**src/logic/cpuPkg.sv**
```systemverilog
/*
 * cpuPkg
 * Shared types for the 16-bit five-stage pipeline: data words, register
 * numbers, opcodes, ALU functions and the instruction field positions.
 */
package cpuPkg;

    typedef logic [15:0] word_t;
    typedef logic [2:0]  regAddr_t;

    // Major opcode in bits 15..11, all other codes are illegal
    typedef enum logic [4:0] {
        OP_HALT = 5'b00000,
        OP_NOP  = 5'b00001,
        OP_J    = 5'b00100,
        OP_ADDI = 5'b01000,
        OP_BEQZ = 5'b01100,
        OP_ST   = 5'b10000,
        OP_LD   = 5'b10001,
        OP_ALU  = 5'b11011
    } opcode_t;

    // Function field of register instructions
    typedef enum logic [1:0] {
        ALU_ADD = 2'b00,
        ALU_SUB = 2'b01,
        ALU_AND = 2'b10,
        ALU_XOR = 2'b11
    } aluOp_t;

    // Field positions
    localparam int OPC_MSB   = 15;
    localparam int OPC_LSB   = 11;
    localparam int RS_MSB    = 10;
    localparam int RS_LSB    = 8;
    localparam int RT_MSB    = 7;
    localparam int RT_LSB    = 5;
    localparam int RD_MSB    = 4;
    localparam int RD_LSB    = 2;
    localparam int ALUOP_MSB = 1;
    localparam int ALUOP_LSB = 0;

    // Immediate widths, all sign extended
    localparam int IMM5_W  = 5;
    localparam int IMM8_W  = 8;
    localparam int IMM11_W = 11;

endpackage

```
**src/logic/pipeBus.sv**
```systemverilog
/*
 * Pipeline register buses
 * One interface per pipeline register. The stage that holds the register
 * drives it through src, the following stage reads it through dst.
 */
`timescale 1ns/1ps

interface ifIdBus import cpuPkg::*; ();
    logic  valid;
    word_t pc;
    word_t instr;

    modport src (output valid, pc, instr);
    modport dst (input valid, pc, instr);
endinterface


```
**src/logic/fetchStage.sv**
```systemverilog
/*
 * fetchStage
 * Program counter, instruction memory with its load port, and the IF/ID
 * register. Handles redirect, stall and the latched freeze.
 */
`timescale 1ns/1ps

module fetchStage import cpuPkg::*; #(
    parameter int imemWords = 256
) (
    input  logic  clk,
    input  logic  rstN,
    input  logic  progWrEn,
    input  word_t progAddr,
    input  word_t progData,
    input  logic  stall,
    input  logic  redirect,
    input  word_t target,
    input  logic  freeze,
    ifIdBus.src   ifId
);
    localparam int IDX_W = $clog2(imemWords);

    word_t imem [imemWords];
    word_t pc;
    logic  frozen;
    logic  fetchOn;

    // No new fetches once a HALT or a fault has reached execute
    assign fetchOn = !frozen && !freeze;

    always_ff @(posedge clk) begin
        if (progWrEn) begin
            imem[progAddr[IDX_W-1:0]] <= progData;
        end
    end

    always_ff @(posedge clk or negedge rstN) begin
        if (!rstN) begin
            pc         <= '0;
            frozen     <= 1'b0;
            ifId.valid <= 1'b0;
        end else begin
            frozen <= frozen || freeze;
            if (redirect) begin
                pc         <= target;
                ifId.valid <= 1'b0;
            end else if (!stall) begin
                if (fetchOn) begin
                    pc         <= pc + word_t'(1);
                    ifId.valid <= 1'b1;
                end else begin
                    ifId.valid <= 1'b0;
                end
            end
        end
    end

    // IF/ID payload, held while decode stalls
    always_ff @(posedge clk) begin
        if (!stall) begin
            ifId.pc    <= pc;
            ifId.instr <= imem[pc[IDX_W-1:0]];
        end
    end

endmodule

```
**src/flat_wrapper.sv**
```systemverilog
// flat-port wrapper written by rule: the top's interface ports become plain ports
module fetchStage_flat import cpuPkg::*;
#(
    parameter int imemWords = 256
)
  (clk, rstN, progWrEn, progAddr, progData, stall, redirect, target, freeze, ifId_valid, ifId_pc, ifId_instr);
  ifIdBus ifId_i ();
  input  logic clk;
  input  logic rstN;
  input  logic progWrEn;
  input  word_t progAddr;
  input  word_t progData;
  input  logic stall;
  input  logic redirect;
  input  word_t target;
  input  logic freeze;
  output wire logic [$bits(ifId_i.valid)-1:0] ifId_valid;
  output wire logic [$bits(ifId_i.pc)-1:0] ifId_pc;
  output wire logic [$bits(ifId_i.instr)-1:0] ifId_instr;
  assign ifId_valid = ifId_i.valid;
  assign ifId_pc = ifId_i.pc;
  assign ifId_instr = ifId_i.instr;
  fetchStage #(.imemWords(imemWords)) u_core (.clk(clk), .rstN(rstN), .progWrEn(progWrEn), .progAddr(progAddr), .progData(progData), .stall(stall), .redirect(redirect), .target(target), .freeze(freeze), .ifId(ifId_i));
endmodule
```
**config.mk**
```make
export PLATFORM = sky130hd
export DESIGN_NAME = fetchStage_flat
export DESIGN_NICKNAME = d
export VERILOG_FILES = /design/src/logic/cpuPkg.sv /design/src/logic/pipeBus.sv /design/src/logic/fetchStage.sv /design/src/flat_wrapper.sv
export SDC_FILE = /design/constraint.sdc
export NUM_CORES = 2
export LEC_CHECK = 0
export BUFFER_PORTS_ARGS = -buffer_cell sky130_fd_sc_hd__buf_4
export CAP_MARGIN = 10
export CORE_UTILIZATION = 60
export CTS_BUF_LIST = sky130_fd_sc_hd__clkbuf_16
export CTS_CLUSTER_SIZE = 30
export DETAILED_ROUTE_END_ITERATION = 10
export HOLD_SLACK_MARGIN = 0.02
export PLACE_DENSITY = 0.76
export SYNTH_ARGS = -nofsm -noshare
export SYNTH_HDL_FRONTEND = slang
export SYNTH_SLANG_ARGS = --single-unit
```
**constraint.sdc**
```tcl
create_clock -name clk -period 3.76 [get_ports clk]
set_input_delay 0.564 -clock clk [delete_from_list [all_inputs] [get_ports clk]]
set_output_delay 0.564 -clock clk [all_outputs]
set_load 0.02 [all_outputs]
```
**Word level (Yosys, flattened, before mapping)**

Memory sizes are Yosys's and may differ from the RTL's. A register that Yosys moved wholly into a read port is not among the register bits.
Cells that the tools add are included.

- Word-level logic and storage cells: 22
- Memory bits (writable): 4096
- Register bits after elaboration: 34
- Memories: 1
- Input port bits: 54

Memories:

| name | words | width | read ports | clocked after Yosys merged registers in | write ports | line | text |
|---|---|---|---|---|---|---|---|
| u_core.imem | 256 | 16 | 1 | 1 | 1 | fetchStage.sv:24 | `word_t imem [imemWords];` |

- Reduce and logical (&&, ||, !) cells: 7
- Equality and inequality tests: 1
- Multiplexer cells: 8
- Add/subtract/negate cells: 1

Operators by type and width:

| cell | count |
|---|---|
| 16-bit two-way mux | 3 |
| 16-bit by 1-bit adder with 16-bit output, second input constant | 1 |
| 1-bit two-way mux | 5 |
| 1-bit logical NOT | 3 |
| 2-bit by 1-bit != test with 1-bit output, second input constant | 1 |
| 2-bit AND reduction | 1 |
| 2-bit nonzero test | 1 |
| 1-bit logical AND | 1 |
| 1-bit logical OR | 1 |

**Logic depth before layout (Yosys ltp)**

- Word-level depth: 5
- Gate-level depth with buffers: 14
- Depth with buffers taken out: 7

**Worst setup path after synthesis**

No wires, ideal clock.

- Path kind: register -> register
- Start: reg u_core.pc[0]
- End: reg u_core.ifId.instr[9], read port of u_core.imem, data pin
- Stages on the path, launching flop included: 10
- Setup time: 0.266 ns
- Period minus slack after synthesis: 2.781 ns
- Buffers on the path: 3
- Data arrival time: 2.515 ns
- Data required time: 3.494 ns
- Setup slack: 0.979 ns
- Path through: dfrtp_1 buf_6 buf_4 buf_2 mux4_2 mux4_2 a22oi_1 o21ai_1 a211oi_2 o32ai_1

RTL lines:

| element | line | text |
|---|---|---|
| start: declaration | fetchStage.sv:25 | `word_t pc;` |
| start signal: assignment | fetchStage.sv:46 | `pc <= target;` |
| start signal: assignment | fetchStage.sv:50 | `pc <= pc + word_t'(1);` |
| end: declaration | pipeBus.sv:13 | `modport src (output valid, pc, instr);` |

==> parameters.txt <==
Parameter                              Value

Status
  Result of the run    complete, but fails checks
  Failing checks    setup timing

Synth
  Number of synthesized flops with an enable pin    4128
  Prevailing post-synth register cell    sky130_fd_sc_hd__edfxtp_1
  Syn nets    7201
  Proportion of register bits with asynchronous set or reset after synthesis    0.434%
  Warnings, synthesis    0
  Biggest area consumer among synthesized cells    sky130_fd_sc_hd__edfxtp_1
  Post-synthesis cell count    slightly above 7000
  Share of the synthesized area in the top cell type    77.6%
  Part of the Yosys area used for sequential elements    77.8%
  Yosys cell types    69
  FF+latch count, synth    4146
  Top post-synthesis cells by area    sky130_fd_sc_hd__edfxtp_1 78%, sky130_fd_sc_hd__mux4_2 14%, sky130_fd_sc_hd__mux2i_1 2.3%, sky130_fd_sc_hd__nor2_1 0.71%, sky130_fd_sc_hd__a221oi_1 0.59%
  Post-synthesis area per instance    22.4 sq um
  Post-Synthesis Cell Area    160000 sq um

Detailed routing
  Routed vias    84900
  Total Routed Length    457000 um
  Post-DRT Antenna Nets    0
  Iter 0 DRT Violations    15000
  Number of detailed-route iterations in the first pass    10
  Drc violations    0
  Via density    ~7.2
  Average routed wire per standard cell    38.5 um

Place
  HPWL Detailed    266000 um
  Routability congestion estimate from global placement    ~0.97
  IO Port Bufs    78

Floorplanning
  Top Ports    87
  Initial core utilization    60.3%
  Placeable core area    265000 sq um
  Die Y    518 um
  Area enclosed by the die boundary    268000 sq um
  Num rows    between 150 and 200
  Chip Width    about 520 um

CTS
  CTS tree    done
  Number of clock buffers inserted by TritonCTS    around 400
  Maximum buffer depth of the clock tree    4
  Number of levels the H-tree was split into    5
  Clock root buffer master    sky130_fd_sc_hd__clkbuf_16
  Clk_lat worst skew    approximately 950 ps
  Clock-pin slew on the worst setup and hold paths    60 ps
  Number of clock sinks seen by CTS    4146

Global route
  Pin count of the biggest net entering global routing    between 150 and 200
  First-pass GRT wire length    634000 um
  Initial antenna violation count    38
  Via count of the first global-routing pass    84200
  Residual overflow from global routing    0
  Global-route total usage across every layer    33.9%

Worst setup path
  Number of cell instances on the worst register-to-register path    10
  WS Path Type    flop to flop
  Critical path capture point type    flop
  Critical path's slowest cell    sky130_fd_sc_hd__dfrtp_4
  Path length in cells of the critical path    10
  Req. time, crit path    4450 ps
  Arrival time at the worst endpoint    4500 ps
  Category of the worst setup path launch point    flop
  Cell breakdown of the critical path    buf_12 -> buf_12 -> buf_12 -> mux4_2 -> mux2_2 -> a221oi_1 -> o21ai_0 -> nor3_1 -> buf_4 -> o22ai_1
  Largest fanout of any net on the critical path    18
  Origin of the critical flop-to-flop path    u_core.pc[0]
  Worst Path Buf+Inv    4
  Kind of cell adding the most delay to the critical path    multiplexers
  CP Launch Point    u_core.pc[0]
  Cell mode on critical path    sky130_fd_sc_hd__buf_12
  Max incr delay on CP    570 ps
  Register-to-Register Setup Slack    -50 ps
  Worst r2r dst    u_core.ifId.instr[4]

STA
  Setup-violating endpoint count in the final report    4
  Time the final worst path needs with I/O delays and setup    3810 ps
  Max-slew violation count    0
  Slew headroom    13.6%
  Final Hold Vio Count    0
  Final period util    101%
  Max Freq    263 MHz
  Slew @ Worst Pin    1300 ps
  Final clock skew    84.7 ps
  Unrepaired setup endpoints after global routing    false
  Worst setup slack after layout    -48.1 ps

Layout
  Top library cells by usage in the layout, fill and taps aside    4128 x sky130_fd_sc_hd__edfxtp_1, 965 x sky130_fd_sc_hd__mux4_2, 709 x sky130_fd_sc_hd__buf_4, 411 x sky130_fd_sc_hd__clkbuf_16, 362 x sky130_fd_sc_hd__mux2i_1
  Most common library cell in the layout ignoring fill and taps    sky130_fd_sc_hd__edfxtp_1
  Layout cells sized above 1    a little over 30%
  Nets    8023
  Layout area overhead    14.1%
  Fin util    68.8%

Hold path
  Hold Path Origin    target[2]
  Worst min-delay path class    input port to flop
  Hold path depth    3
  Hold endpoint    u_core.pc[2]

Run
  Max Cap Viol    0

Pwr
  Power, Total    99.3 mW
  VDD IR-drop max    about 0.43 mV
  P per Cell Area    544 nW/um^2
  Leakage    about 60 nW
-- what timing repair did --
action,4_1_cts,5_1_grt
pin swaps,0,1
gates resized for setup,6,11
hold buffers,18,0
endpoints found under the setup margin,4,8
setup buffers,0,3
endpoints found under the hold margin,34,0
-- report_power, final --
part	leakage, nW	internal, mW	switching, mW
Clock	6.55	21.9	17.4
Sequential	37.3	51.0	0.197
Combinational	14.5	3.30	5.46
-- kinds of logic (layout without fill, tap and decap cells) --
group | count (synthesis) | in the layout | share of synthesized area (%)
other | 0 | 22 | 0
buffers and inverters | 436 | 1589 | 1.74
DFF | 4146 | 4146 | 77.8
AOI/OAI and AO/OA | 662 | 662 | 2.85
muxes | 1345 | 1345 | 16.0
and+or+nand+nor | 541 | 541 | 1.43
xor gates and xnor gates | 15 | 15 | 0.0822
adders and majority gates | 1 | 1 | 0.00783
-- worst max-delay path by stage --
stage | endpoint | slack, ps
final | u_core.ifId.instr[4] | -50
after global placement | u_core.ifId.instr[8] | -230
after detailed placement | u_core.ifId.instr[8] | -210
after floorplan | u_core.ifId.instr[9] | 980
after CTS | u_core.ifId.instr[8] | 4
after global routing | u_core.ifId.instr[5] | 2
-- synthesized netlist by cell type, drive strengths merged, types with 3 or more instances --
cell,n
a2111oi,3
a211o,3
a211oi,32
a21o,6
a21oi,134
a221oi,108
a222oi,3
a22o,6
a22oi,88
a311oi,8
a31o,5
a31oi,15
a41oi,8
and2,9
and3,8
buf,242
clkbuf,186
dfrtp,18
edfxtp,4128
inv,6
mux2,12
mux2i,362
mux4,971
nand2,124
nand2b,4
nand3,42
nand4,14
nor2,301
nor2b,15
nor3,9
nor4,3
o211ai,13
o21a,3
o21ai,116
o221a,3
o221ai,35
o22ai,45
o311ai,7
o32ai,7
o41ai,3
or3,4
or4,3
xnor2,8
xor2,7
-- area by class of cell --
| cell class | instances | area, sq um |
|---|---|---|
| clock inverter | 327 | 2490 |
| multi-input combinational | 2564 | 33000 |
| antenna | 22 | 55.1 |
| fill | 15000 | 82700 |
| clock buffer | 411 | 10300 |
| tap | 3533 | 4420 |
| inverter | 8 | 42.5 |
| sequential | 4146 | 124000 |
| timing repair buffer | 843 | 7720 |
-- worst register-to-register path: cells and delay by family, from the launching register on --
family,cells,cell delay [ps]
buffers and inverters,4,890
multiplexers,2,850
AO/OA/AOI/OAI,3,810
flip-flops,1,570
AND/OR/NAND/NOR,1,490
-- flip-flops by register name, summed over array words and instances (netlist names) --
signal             flops
u_core.ifId.pc        16
u_core.pc             16
u_core.ifId.valid      1
u_core.frozen          1
u_core.ifId.instr     16
u_core.imem         4096
-- metal layers --
| metal | track usage (%) | share of wire, % | vias up |
|---|---|---|---|
| met4 | 18.3 | 6.5 | 26 |
| met1 | 44.6 | 33 | 43800 |
| met2 | 51.5 | 46 | 7683 |
| li1 | - | - | 32000 |
| met5 | 0 | 0.045 | - |
| met3 | 10.1 | 14 | 1451 |
-- through the flow --
stage | cells | cell area [sq um] | setup TNS [ps] | hold WS, ps | setup slack, ps
floorplan | 7146 | 160000 | 0 | 268 | 979
global placement | 11100 | 169000 | -234 | 439 | -234
detailed placement | 11100 | 169000 | -286 | 453 | -209
CTS | 11800 | 182000 | 0 | 43.3 | 4.30
global route | 11800 | 182000 | 0 | 57.4 | 2.40
finish | 11900 | 182000 | -114 | 59.3 | -48.1
Power figures use the tool's default switching activity.
