===== src/logic/cpuPkg.sv =====
/*
 * cpuPkg
 * Shared types for the 16-bit five-stage pipeline: data words, register
 * numbers, opcodes, ALU functions and the instruction field positions.
 */
package cpuPkg;

    typedef logic [15:0] word_t;
    typedef logic [2:0]  regAddr_t;

    // Major opcode in bits 15..11, all other codes are illegal
    typedef enum logic [4:0] {
        OP_HALT = 5'b00000,
        OP_NOP  = 5'b00001,
        OP_J    = 5'b00100,
        OP_ADDI = 5'b01000,
        OP_BEQZ = 5'b01100,
        OP_ST   = 5'b10000,
        OP_LD   = 5'b10001,
        OP_ALU  = 5'b11011
    } opcode_t;

    // Function field of register instructions
    typedef enum logic [1:0] {
        ALU_ADD = 2'b00,
        ALU_SUB = 2'b01,
        ALU_AND = 2'b10,
        ALU_XOR = 2'b11
    } aluOp_t;

    // Field positions
    localparam int OPC_MSB   = 15;
    localparam int OPC_LSB   = 11;
    localparam int RS_MSB    = 10;
    localparam int RS_LSB    = 8;
    localparam int RT_MSB    = 7;
    localparam int RT_LSB    = 5;
    localparam int RD_MSB    = 4;
    localparam int RD_LSB    = 2;
    localparam int ALUOP_MSB = 1;
    localparam int ALUOP_LSB = 0;

    // Immediate widths, all sign extended
    localparam int IMM5_W  = 5;
    localparam int IMM8_W  = 8;
    localparam int IMM11_W = 11;

endpackage


===== src/logic/pipeBus.sv =====
/*
 * Pipeline register buses
 * One interface per pipeline register. The stage that holds the register
 * drives it through src, the following stage reads it through dst.
 */
`timescale 1ns/1ps

interface ifIdBus import cpuPkg::*; ();
    logic  valid;
    word_t pc;
    word_t instr;

    modport src (output valid, pc, instr);
    modport dst (input valid, pc, instr);
endinterface

interface idExBus import cpuPkg::*; ();
    logic     valid;
    word_t    nextPc;
    word_t    opA;
    word_t    opB;
    word_t    stData;
    word_t    imm;
    opcode_t  opcode;
    aluOp_t   aluOp;
    regAddr_t dest;
    logic     regWr;
    logic     fault;

    modport src (output valid, nextPc, opA, opB, stData, imm, opcode, aluOp, dest, regWr, fault);
    modport dst (input valid, nextPc, opA, opB, stData, imm, opcode, aluOp, dest, regWr, fault);
endinterface

interface exMemBus import cpuPkg::*; ();
    logic     valid;
    word_t    pc;
    word_t    result;
    word_t    stData;
    opcode_t  opcode;
    regAddr_t dest;
    logic     regWr;
    logic     fault;

    modport src (output valid, pc, result, stData, opcode, dest, regWr, fault);
    modport dst (input valid, pc, result, stData, opcode, dest, regWr, fault);
    // Hazard view for decode
    modport monitor (input valid, dest, regWr);
endinterface

interface memWbBus import cpuPkg::*; ();
    logic     valid;
    word_t    pc;
    word_t    wrValue;
    regAddr_t dest;
    logic     regWr;
    logic     store;
    logic     fault;

    modport src (output valid, pc, wrValue, dest, regWr, store, fault);
    modport dst (input valid, pc, wrValue, dest, regWr, store, fault);
endinterface


===== src/logic/decodeStage.sv =====
/*
 * decodeStage
 * Register file with write-through, instruction decode and immediate
 * extension, the read-after-write stall and the ID/EX register.
 */
`timescale 1ns/1ps

module decodeStage import cpuPkg::*; (
    input  logic     clk,
    input  logic     rstN,
    ifIdBus.dst      ifId,
    idExBus.src      idEx,
    exMemBus.monitor exMemMon,
    memWbBus.dst     memWb,
    input  logic     redirect,
    output logic     stall
);
    word_t    regs [8];
    word_t    instr;
    opcode_t  op;
    regAddr_t rs;
    regAddr_t rt;
    regAddr_t rd;
    regAddr_t dest;
    word_t    rsVal;
    word_t    rtVal;
    word_t    imm;
    logic     wbWr;
    logic     legal;
    logic     usesRs;
    logic     usesRt;
    logic     regWr;
    logic     rsHazard;
    logic     rtHazard;

    assign instr = ifId.instr;
    assign op    = opcode_t'(instr[OPC_MSB:OPC_LSB]);
    assign rs    = instr[RS_MSB:RS_LSB];
    assign rt    = instr[RT_MSB:RT_LSB];
    assign rd    = instr[RD_MSB:RD_LSB];

    // Writeback port, faulty instructions never write
    assign wbWr = memWb.valid && memWb.regWr && !memWb.fault;

    always_ff @(posedge clk or negedge rstN) begin
        if (!rstN) begin
            for (int i = 0; i < 8; i++) begin
                regs[i] <= '0;
            end
        end else if (wbWr) begin
            regs[memWb.dest] <= memWb.wrValue;
        end
    end

    // Same-cycle write is visible to the read
    assign rsVal = (wbWr && memWb.dest == rs) ? memWb.wrValue : regs[rs];
    assign rtVal = (wbWr && memWb.dest == rt) ? memWb.wrValue : regs[rt];

    always_comb begin
        legal  = 1'b1;
        usesRs = 1'b0;
        usesRt = 1'b0;
        regWr  = 1'b0;
        dest   = rt;
        imm    = {{(16-IMM5_W){instr[IMM5_W-1]}}, instr[IMM5_W-1:0]};
        case (op)
            OP_ALU: begin
                usesRs = 1'b1;
                usesRt = 1'b1;
                regWr  = 1'b1;
                dest   = rd;
            end
            OP_ADDI, OP_LD: begin
                usesRs = 1'b1;
                regWr  = 1'b1;
            end
            OP_ST: begin
                usesRs = 1'b1;
                usesRt = 1'b1;
            end
            OP_BEQZ: begin
                usesRs = 1'b1;
                imm    = {{(16-IMM8_W){instr[IMM8_W-1]}}, instr[IMM8_W-1:0]};
            end
            OP_J:    imm = {{(16-IMM11_W){instr[IMM11_W-1]}}, instr[IMM11_W-1:0]};
            OP_HALT, OP_NOP: legal = 1'b1;
            default: legal = 1'b0;
        endcase
    end

    // Producers still in EX or MEM; the WB one is covered by write-through
    assign rsHazard = (idEx.valid && idEx.regWr && idEx.dest == rs)
                   || (exMemMon.valid && exMemMon.regWr && exMemMon.dest == rs);
    assign rtHazard = (idEx.valid && idEx.regWr && idEx.dest == rt)
                   || (exMemMon.valid && exMemMon.regWr && exMemMon.dest == rt);
    assign stall = ifId.valid && ((usesRs && rsHazard) || (usesRt && rtHazard));

    always_ff @(posedge clk or negedge rstN) begin
        if (!rstN) begin
            idEx.valid <= 1'b0;
        end else begin
            idEx.valid <= ifId.valid && !stall && !redirect;
        end
    end

    // Payload only matters when valid is set
    always_ff @(posedge clk) begin
        idEx.nextPc <= ifId.pc + word_t'(1);
        idEx.opA    <= rsVal;
        idEx.opB    <= rtVal;
        idEx.stData <= rtVal;
        idEx.imm    <= imm;
        idEx.opcode <= op;
        idEx.aluOp  <= aluOp_t'(instr[ALUOP_MSB:ALUOP_LSB]);
        idEx.dest   <= dest;
        idEx.regWr  <= regWr && legal;
        idEx.fault  <= !legal;
    end

endmodule


===== src/flat_wrapper.sv =====
// flat-port wrapper written by rule: the top's interface ports become plain ports
module decodeStage_flat import cpuPkg::*;
  (clk, rstN, redirect, stall, ifId_valid, ifId_pc, ifId_instr, idEx_valid, idEx_nextPc, idEx_opA, idEx_opB, idEx_stData, idEx_imm, idEx_opcode, idEx_aluOp, idEx_dest, idEx_regWr, idEx_fault, exMemMon_valid, exMemMon_dest, exMemMon_regWr, memWb_valid, memWb_pc, memWb_wrValue, memWb_dest, memWb_regWr, memWb_store, memWb_fault);
  ifIdBus ifId_i ();
  idExBus idEx_i ();
  exMemBus exMemMon_i ();
  memWbBus memWb_i ();
  input  logic clk;
  input  logic rstN;
  input  logic redirect;
  output logic stall;
  input wire logic [$bits(ifId_i.valid)-1:0] ifId_valid;
  input wire logic [$bits(ifId_i.pc)-1:0] ifId_pc;
  input wire logic [$bits(ifId_i.instr)-1:0] ifId_instr;
  output wire logic [$bits(idEx_i.valid)-1:0] idEx_valid;
  output wire logic [$bits(idEx_i.nextPc)-1:0] idEx_nextPc;
  output wire logic [$bits(idEx_i.opA)-1:0] idEx_opA;
  output wire logic [$bits(idEx_i.opB)-1:0] idEx_opB;
  output wire logic [$bits(idEx_i.stData)-1:0] idEx_stData;
  output wire logic [$bits(idEx_i.imm)-1:0] idEx_imm;
  output wire logic [$bits(idEx_i.opcode)-1:0] idEx_opcode;
  output wire logic [$bits(idEx_i.aluOp)-1:0] idEx_aluOp;
  output wire logic [$bits(idEx_i.dest)-1:0] idEx_dest;
  output wire logic [$bits(idEx_i.regWr)-1:0] idEx_regWr;
  output wire logic [$bits(idEx_i.fault)-1:0] idEx_fault;
  input wire logic [$bits(exMemMon_i.valid)-1:0] exMemMon_valid;
  input wire logic [$bits(exMemMon_i.dest)-1:0] exMemMon_dest;
  input wire logic [$bits(exMemMon_i.regWr)-1:0] exMemMon_regWr;
  input wire logic [$bits(memWb_i.valid)-1:0] memWb_valid;
  input wire logic [$bits(memWb_i.pc)-1:0] memWb_pc;
  input wire logic [$bits(memWb_i.wrValue)-1:0] memWb_wrValue;
  input wire logic [$bits(memWb_i.dest)-1:0] memWb_dest;
  input wire logic [$bits(memWb_i.regWr)-1:0] memWb_regWr;
  input wire logic [$bits(memWb_i.store)-1:0] memWb_store;
  input wire logic [$bits(memWb_i.fault)-1:0] memWb_fault;
  assign ifId_i.valid = ifId_valid;
  assign ifId_i.pc = ifId_pc;
  assign ifId_i.instr = ifId_instr;
  assign idEx_valid = idEx_i.valid;
  assign idEx_nextPc = idEx_i.nextPc;
  assign idEx_opA = idEx_i.opA;
  assign idEx_opB = idEx_i.opB;
  assign idEx_stData = idEx_i.stData;
  assign idEx_imm = idEx_i.imm;
  assign idEx_opcode = idEx_i.opcode;
  assign idEx_aluOp = idEx_i.aluOp;
  assign idEx_dest = idEx_i.dest;
  assign idEx_regWr = idEx_i.regWr;
  assign idEx_fault = idEx_i.fault;
  assign exMemMon_i.valid = exMemMon_valid;
  assign exMemMon_i.dest = exMemMon_dest;
  assign exMemMon_i.regWr = exMemMon_regWr;
  assign memWb_i.valid = memWb_valid;
  assign memWb_i.pc = memWb_pc;
  assign memWb_i.wrValue = memWb_wrValue;
  assign memWb_i.dest = memWb_dest;
  assign memWb_i.regWr = memWb_regWr;
  assign memWb_i.store = memWb_store;
  assign memWb_i.fault = memWb_fault;
  decodeStage u_core (.clk(clk), .rstN(rstN), .ifId(ifId_i), .idEx(idEx_i), .exMemMon(exMemMon_i), .memWb(memWb_i), .redirect(redirect), .stall(stall));
endmodule

===== config.mk =====
export PLATFORM = sky130hd
export DESIGN_NAME = decodeStage_flat
export DESIGN_NICKNAME = d
export VERILOG_FILES = /design/src/logic/cpuPkg.sv /design/src/logic/pipeBus.sv /design/src/logic/decodeStage.sv /design/src/flat_wrapper.sv
export SDC_FILE = /design/constraint.sdc
export NUM_CORES = 1
export LEC_CHECK = 0
export ABC_AREA = 0
export CAP_MARGIN = 20
export CORE_ASPECT_RATIO = 0.5
export CORE_MARGIN = 8
export CORE_UTILIZATION = 30
export DETAILED_ROUTE_END_ITERATION = 12
export DONT_BUFFER_PORTS = 1
export PLACE_DENSITY = 0.48
export SYNTH_ARGS = -nofsm -noshare
export SYNTH_HDL_FRONTEND = slang
export SYNTH_SLANG_ARGS = --single-unit

===== constraint.sdc =====
create_clock -name clk -period 2.94 [get_ports clk]
set_input_delay 0.294 -clock clk [delete_from_list [all_inputs] [get_ports clk]]
set_output_delay 0.294 -clock clk [all_outputs]
set_load 0.02 [all_outputs]

Word level (Yosys, flattened, before mapping):

Cells that the tools add are included.

* $add $sub $neg: 1
* magnitude comparators: 4
* eq/ne operators: 13
* mux-type cells: 17
* bitwise gates (word level): 3
* reduce and logical (&&, ||, !) cells: 29

Operators with widths (number)
* bitwise mux 128 bit: 1
* two-way mux 16 bit: 7
* binary-select mux 16 bit (select 3 bit): 2
* demux 16 bit (select 3 bit): 1
* one-hot mux 16 bit (2 select lines): 1
* equality test 3 bit: 6
* logical AND 1 bit: 17
* adder 16 x 1 -> 16 bit, second input constant: 1
* equality test 5 bit, second input constant: 3
* >= comparator 4 bit, second input constant: 3
* inverter 3 -> 4 bit: 3
* equality test 5 x 4 -> 1 bit, second input constant: 2
* OR reduction 8 bit: 1
* equality test 5 x 1 -> 1 bit, second input constant: 1
* equality test 5 x 3 -> 1 bit, second input constant: 1
* zero test 5 bit: 1
* OR reduction 5 bit: 1
* zero test 1 bit: 4
* < comparator 4 x 1 -> 1 bit, second input constant: 1
* two-way mux 1 bit: 4
* logical OR 1 bit: 3
* two-way mux 3 bit: 1
* OR reduction 3 bit: 1
* OR reduction 2 bit: 1

* bits in registers: 205
* input bits: 80
* output and inout port bits: 94
* logic and storage cells: 85

Logic depth before layout (Yosys ltp):

Gate-level depths: netlist of run 1.

* depth in word-level cells: 9
* depth in mapped cells: 7
* depth with buffers taken out: 5

Least setup slack after synthesis of run 1:

Ideal clock, no wire load.

* path kind: input-to-output
* start point: input ifId_instr[6]
* end point: output stall
* arrival time: 1670 ps
* required time: 2646 ps
* path slack: 976 ps
* stages on the path: 6
* path buffers: 2
* cell sequence: buf_2 -> buf_4 -> xor2_1 -> nor4_1 -> o221ai_1 -> a21boi_0

* word-level cells in the longest chain between the ends: 6

RTL lines
* start, declared: line flat_wrapper.sv:14 `input wire logic [$bits(ifId_i.instr)-1:0] ifId_instr;`
* equality test 3 bit, on equally long branches: line decodeStage.sv:94, decodeStage.sv:95
* logical AND 1 bit, on equally long branches: line decodeStage.sv:94, decodeStage.sv:95
* logical OR 1 bit *: line decodeStage.sv:95 `|| (exMemMon.valid && exMemMon.regWr && exMemMon.dest == rt);`
* logical AND 1 bit *: line decodeStage.sv:96 `assign stall = ifId.valid && ((usesRs && rsHazard) || (usesRt && rtHazard));`
* logical OR 1 bit *: line decodeStage.sv:96
* logical AND 1 bit *: line decodeStage.sv:96
* end, declared: line flat_wrapper.sv:11 `output logic stall;`

Every way passes the cells marked *; elsewhere a longest branch is shown, timed or not.

Final worst setup path of run 1:

* start point: register u_core.idEx.dest[2]
* end point: output stall

* word-level cells in the longest chain between the ends: 6

RTL lines
* start, declared: line pipeBus.sv:30 `modport src (output valid, nextPc, opA, opB, stData, imm, opcode, aluOp, dest, regWr, fault);`
* equality test 3 bit, on equally long branches: line decodeStage.sv:92, decodeStage.sv:94
* logical AND 1 bit, on equally long branches: line decodeStage.sv:92, decodeStage.sv:94
* logical OR 1 bit, on equally long branches: line decodeStage.sv:93, decodeStage.sv:95
* logical AND 1 bit: line decodeStage.sv:96
* logical OR 1 bit *: line decodeStage.sv:96
* logical AND 1 bit *: line decodeStage.sv:96

Marked as above.

==> results of run 1 <==
==> layer usage <==
layer	wire (um)	global-route usage
met5	13	0
met2	13200	0.245
met4	356	0.0393
met1	10400	0.164
met3	1340	0.0377
==> power by group <==
group	internal [mW]	switching (mW)	leakage, nW	total, mW
clock	1.14	1.19	0.288	2.33
combinational	0.719	0.322	1.86	1.04
sequential	3.20	0.586	2.23	3.79
==> cell usage in the layout, fill, tap and decap left out, drive strengths merged, types with 6 or more instances in the layout <==
cell,instances
inv,17
o21ai,6
buf,9
mux2,128
a21oi,17
clkbuf,17
dfrtp,129
a31oi,17
dlygate4sd3,53
xor2,16
nand3,7
mux2i,16
nor4,6
dfxtp,69
nor2,37
xnor2,17
mux4,64
nand2,48
==> layout make-up <==
type,count,share of cell area
Clock buffer,17,0.0401
Clock inverter,15,0.0145
Inverter,6,0.00212
Multi-Input combinational cell,411,0.402
Sequential cell,198,0.435
Tap cell,423,0.0499
Timing Repair Buffer,62,0.0564
==> cells by family (layout without fill, tap and decap cells) <==
group,Yosys count,count (layout),share of synthesized area
XOR/XNOR,33,33,0.0307
buffers and inverters,86,100,0.0571
AND/OR/NAND/NOR,121,121,0.0664
adder cells (fa/ha/maj),1,1,0.00133
multiplexers,208,208,0.323
flip-flops,198,198,0.490
AO/OA/AOI/OAI,48,48,0.0310
==> final timing paths <==
check / startpoint / end / slack [ns] / cells past startpoint
max: u_core.idEx.dest[2]$_DFF_P_ / stall / 0.48 / 4
min: rstN / u_core.regs[17]$_DFFE_PN0P_ / -0.46 / 0
max reg2reg: u_core.idEx.dest[2]$_DFF_P_ / u_core.idEx.valid$_DFF_PN0_ / 1.48 / 4
min reg2reg: u_core.regs[22]$_DFFE_PN0P_ / u_core.regs[22]$_DFFE_PN0P_ / 0.52 / 1
max in group asynchronous: rstN / u_core.regs[30]$_DFFE_PN0P_ / 3.16 / 0
min in group clk: ifId_pc[1] / u_core.idEx.nextPc[3]$_DFF_P_ / 0.03 / 2
==> flip-flops by register name, indices dropped and copies added (netlist names) <==
register	count
u_core.idEx.opcode	5
u_core.idEx.opA	16
u_core.idEx.imm	11
u_core.idEx.opB	16
u_core.idEx.nextPc	16
u_core.idEx.fault	1
u_core.regs	128
u_core.idEx.valid	1
u_core.idEx.dest	3
u_core.idEx.regWr	1
==> metrics by stage <==
stage	std cells	util
final	1132	0.347
after global routing	1132	0.347
after CTS	1131	0.346
after detailed placement	1047	0.310
after global placement	1047	0.310
after floorplan	695	-
==> timing repair <==
item / in CTS / in global routing
setup buffers: 0 / 0
setup endpoints to repair: 0 / 0
endpoints found under the hold margin: 313 / 130
hold buffers: 52 / 1
==> impl_metrics.toml, run 1 <==
[synth]
synth.top_cell.area_share = 0.343
ys_async_sr_fraction = 0.652
synth.area.top_cells = "dfrtp_1, mux4_2, mux2_2"
synth_flop_cell = "dfrtp_1"
yosys_warnings = 0
ys_ff_latch = 198
synth_common_cells = "dfrtp_1, mux2_2, dfxtp_1, mux4_2, nand2_1"
synth.most_common_cell = "dfrtp_1"
synth.distinct_cells = 50
synth_nets = 776
yosysTopAreaCell = "dfrtp_1"
syn_inst = 695
syn_avg_cell_area_um2 = 13.5
synth_edf_count = 0
netlist_area_mm2 = 0.00941
synth-seq-area-share = 0.490

[global_routing]
antenna_found_initial = 1
grt_max_degree = 130
grt-ovfl-total = 0
grt_usage = 0.138
grt_pass1_vias = 6032
grt_pass1_wl_mm = 39.0

[outcome]
violations = "hold timing"
status = "finished with violations"

[die]
core_region_area_mm2 = 0.0306
rows = 45
die_area_mm2 = 0.0376
initial_utilization = 0.308
io_pins = 174
die_x_um = 266
die_h_um = 141

[timing]
hold-worst-slack_ns = -0.459
setup_slack_ns = 0.476
max_freq_mhz = 406
fin_worst_skew_ns = 0.00783
tightest_slew_ns = 0.744
setup-tns-final_ns = 0
min_period_ns = 2.46
hold_viol = 129
relSlewSlack = 0.501
fin_crit_sh = 0.838
rsz0062_at_grt = "false"
setup_viol = 0
slew_violations = 0

[worst_setup_path]
crit_path_end_kind = "output pin"
crit_slowest_cell = "a21boi_0"
crit_buf_inv = 0
worstPathRequired_ns = 2.65
critPathKind = "reg -> out"
crit_family = "compound AO/OA/AOI/OAI gates"
path_cells = "xor2_1, nor4_1, o221ai_1, a21boi_0"
slowest_delay_ns = 0.58
critPathMaxFanout = 3
crit_arrival_ns = 2.17
critPathLaunchType = "register"

[layout]
syn2layout_area_growth_pct = 12.7
n_fill_cell = 2938
multi_input_area_mm2 = 0.00426
drive_gt1_frac = 0.344
final_cell_area_mm2 = 0.0106
ff_latch_area_mm2 = 0.00461
antennaDiodeCount = 0
fin_nets = 777

[run]
cap_violations = 0

[cts]
htreeDepth = 4
root_buffer = "clkbuf_16"
cts.sinks = 198
clkSlewWorstSetupHoldPaths_ns = 0.08
clock_latency_ns = 0.45
clk_path_buf_depth = 2
cts_tree = "yes"
numCtsBuffers = 17
ctsResizeCount = 0

[hold_path]
hold_class = "in -> async"

[routing]
drc = 0
dr.first_iter.drc_count = 368
drt-total-wl_mm = 25.3
avgRoutedWirePerCell_um = 22.4
viasPerCell = 5.04
vias = 5704
first_pass_iters = 4
postRouteAntennaNets = 0

[pwr]
peakVddDrop_uv = 453
pwr_density_cell_mw_per_mm2 = 676
p_total_mw = 7.16
power_leakage_nw = 4.38

[place]
dp_slack_ns = 0.938
routabilityCongestion = 0.740
detailed_place_hpwl_mm = 14.5
placedInstanceArea_mm2 = 0.00949
port_buffers = 0
No activity file was read; power rests on OpenSTA's default activity.
==> run 2: changes to the inputs <==
Settings changed: ABC_AREA 0 to 1.
Clock period 2.94 ns to 2.3 ns, I/O delays scaled along.
==> run 2 against run 1 <==
Effect of this change:
- the flow still finishes with violations (hold timing)
- hold slack worse by 0.056 ns
- non-clock buffer count down 17
- synthesized cell count up 74%
- first-iteration DRC count up 120%
- sequential power up 20%
==> impl_metrics.toml, run 2 <==
[outcome]
status = "finished with violations"
violations = "hold timing"

[layout]
regMostFlops = "u_core.regs"
antennaDiodeCount = 0
largest_reg_flops = 128
drive_gt1_frac = 0.0414
final_core_util = 0.335
layout_common_cells = "nand2_1, o21ai_0, dfrtp_1"
final_common_cell = "nand2_1"
finalNonFillerCells = 1617
syn2layout_area_growth_pct = 11.0
fin_nets = 1253

[routing]
dr.first_iter.drc_count = 793
postRouteAntennaNets = 0
viasPerCell = 5.00
vias = 8081
first_pass_iters = 5
drt-total-wl_mm = 29.8
avgRoutedWirePerCell_um = 18.4
drc = 0

[synth]
syn_avg_cell_area_um2 = 7.81
synth_nets = 1293
synth.area.top_cells = "dfrtp_1, dfxtp_1, o21ai_0"
synth_flop_cell = "dfrtp_1"
synth.most_common_cell = "nand2_1"
yosys_warnings = 0
synth.top_cell.area_share = 0.341
ys_ff_latch = 198
ys_async_sr_fraction = 0.652
synth.distinct_cells = 25
netlist_area_mm2 = 0.00946
synth_common_cells = "nand2_1, o21ai_0, dfrtp_1, nand3_1, inv_1"
synth_edf_count = 0
syn_inst = 1212
synth-seq-area-share = 0.487
yosysTopAreaCell = "dfrtp_1"

[cts]
ctsResizeCount = 0
clock_latency_ns = 0.46
cts_tree = "yes"
clkSlewWorstSetupHoldPaths_ns = 0.07
cts.sinks = 198
cts_hold_buffers = 30
htreeDepth = 4
clk_path_buf_depth = 2
root_buffer = "clkbuf_16"
postCtsSetupRepairBufs = 0
numCtsBuffers = 17

[die]
die_x_um = 267
die_area_mm2 = 0.0378
rows = 46
io_pins = 174
die_h_um = 142
initial_utilization = 0.302
core_region_area_mm2 = 0.0314

[run]
cap_violations = 0

[timing]
max_freq_mhz = 476
relSlewSlack = 0.607
slew_violations = 0
fin_worst_skew_ns = 0.0135
min_period_ns = 2.10
setup-tns-final_ns = 0
fin_crit_sh = 0.913
tightest_slew_ns = 0.589
hold-worst-slack_ns = -0.515
rsz0062_at_grt = "false"
hold_viol = 129
setup_viol = 0

[pwr]
power_leakage_nw = 4.68
peakVddDrop_uv = 523
pwr_density_cell_mw_per_mm2 = 841

[global_routing]
grt_pass1_vias = 7814
grt-ovfl-total = 0
antenna_found_initial = 0
grt_usage = 0.158
grt_max_degree = 131
grt_pass1_wl_mm = 46.2

[worst_setup_path]
crit_path_end_kind = "output pin"
worstPathRequired_ns = 2.07
critPathKind = "reg -> out"
crit_arrival_ns = 1.87
critPathLaunchType = "register"
critPathMaxFanout = 4

[place]
detailed_place_hpwl_mm = 17.3
port_buffers = 0
routabilityCongestion = 0.808
dp_cells = 1555

[hold_path]
hold_class = "in -> async"
## run 2: final cells by class
type | count | area, um2
clock inverters | 6 | 86.3
multi-input cells | 801 | 3890
flip-flops and latches | 198 | 4610
fillers | 3338 | 20900
clock buffers | 26 | 532
inverters | 109 | 409
repair buffers | 45 | 438
well taps | 432 | 541
## run 2: kinds of logic (layout without fill, tap and decap cells)
group | count (synthesis) | in the layout | share of synthesized area
XOR/XNOR | 18 | 18 | 0.0167
AND/OR/NAND/NOR | 417 | 417 | 0.184
adder cells (fa/ha/maj) | 1 | 1 | 0.00132
flip-flops | 198 | 198 | 0.487
buffers and inverters | 213 | 186 | 0.102
AO/OA/AOI/OAI | 365 | 365 | 0.210
## run 2: stage by stage
stage	instance area, um2	power [mW]	hold WS, ns	worst slack [ns]
2_1_floorplan	9460	5.52	-0.0656	0.834
3_3_place_gp	9590	5.64	-0.0586	0.605
5_1_grt	10500	9.36	-0.557	0.0105
6_report	10500	8.84	-0.515	0.199
3_5_place_dp	9590	5.68	-0.0590	0.644
4_1_cts	10500	8.96	-0.553	0.142
## run 2: worst paths after layout
kind                       slack (ns)                    startpoint  depth (start not counted)                        endpoint
setup / recovery                 0.20   u_core.idEx.dest[1]$_DFF_P_                          8                           stall
hold / removal                  -0.52                          rstN                          0     u_core.regs[74]$_DFFE_PN0P_
setup reg to reg                 0.80  u_core.regs[110]$_DFFE_PN0P_                          7     u_core.idEx.opB[14]$_DFF_P_
hold reg to reg                  0.48    u_core.regs[9]$_DFFE_PN0P_                          2      u_core.regs[9]$_DFFE_PN0P_
max in group asynchronous        2.58                          rstN                          0    u_core.regs[113]$_DFFE_PN0P_
min in group clk                 0.02                   ifId_pc[11]                          3  u_core.idEx.nextPc[12]$_DFF_P_
## run 2: power by group
part	leakage (nW)	switching (mW)	internal [mW]	total, mW
clock	0.297	1.36	1.82	3.19
sequential	2.25	0.536	4.00	4.53
combinational	2.13	0.634	0.485	1.12
## run 2: worst max-delay path, stage by stage, from the launching register on
cell and delay, ns:
dfxtp_1 0.54, inv_1 0.07, nand2_1 0.06, nand2_1 0.05
nor2_1 0.10, nand2_1 0.05, nand2_1 0.07, nand2_1 0.06
a21oi_1 0.42
## run 2: routing by layer
layer / vias to the layer above / track usage / part of all wire
met3: 23 / 0.0513 / 0.083
met1: 3864 / 0.205 / 0.45
met4: 0 / 0.0411 / 0.014
li1: 3941 / - / -
met5: - / 0 / 0
met2: 253 / 0.253 / 0.46
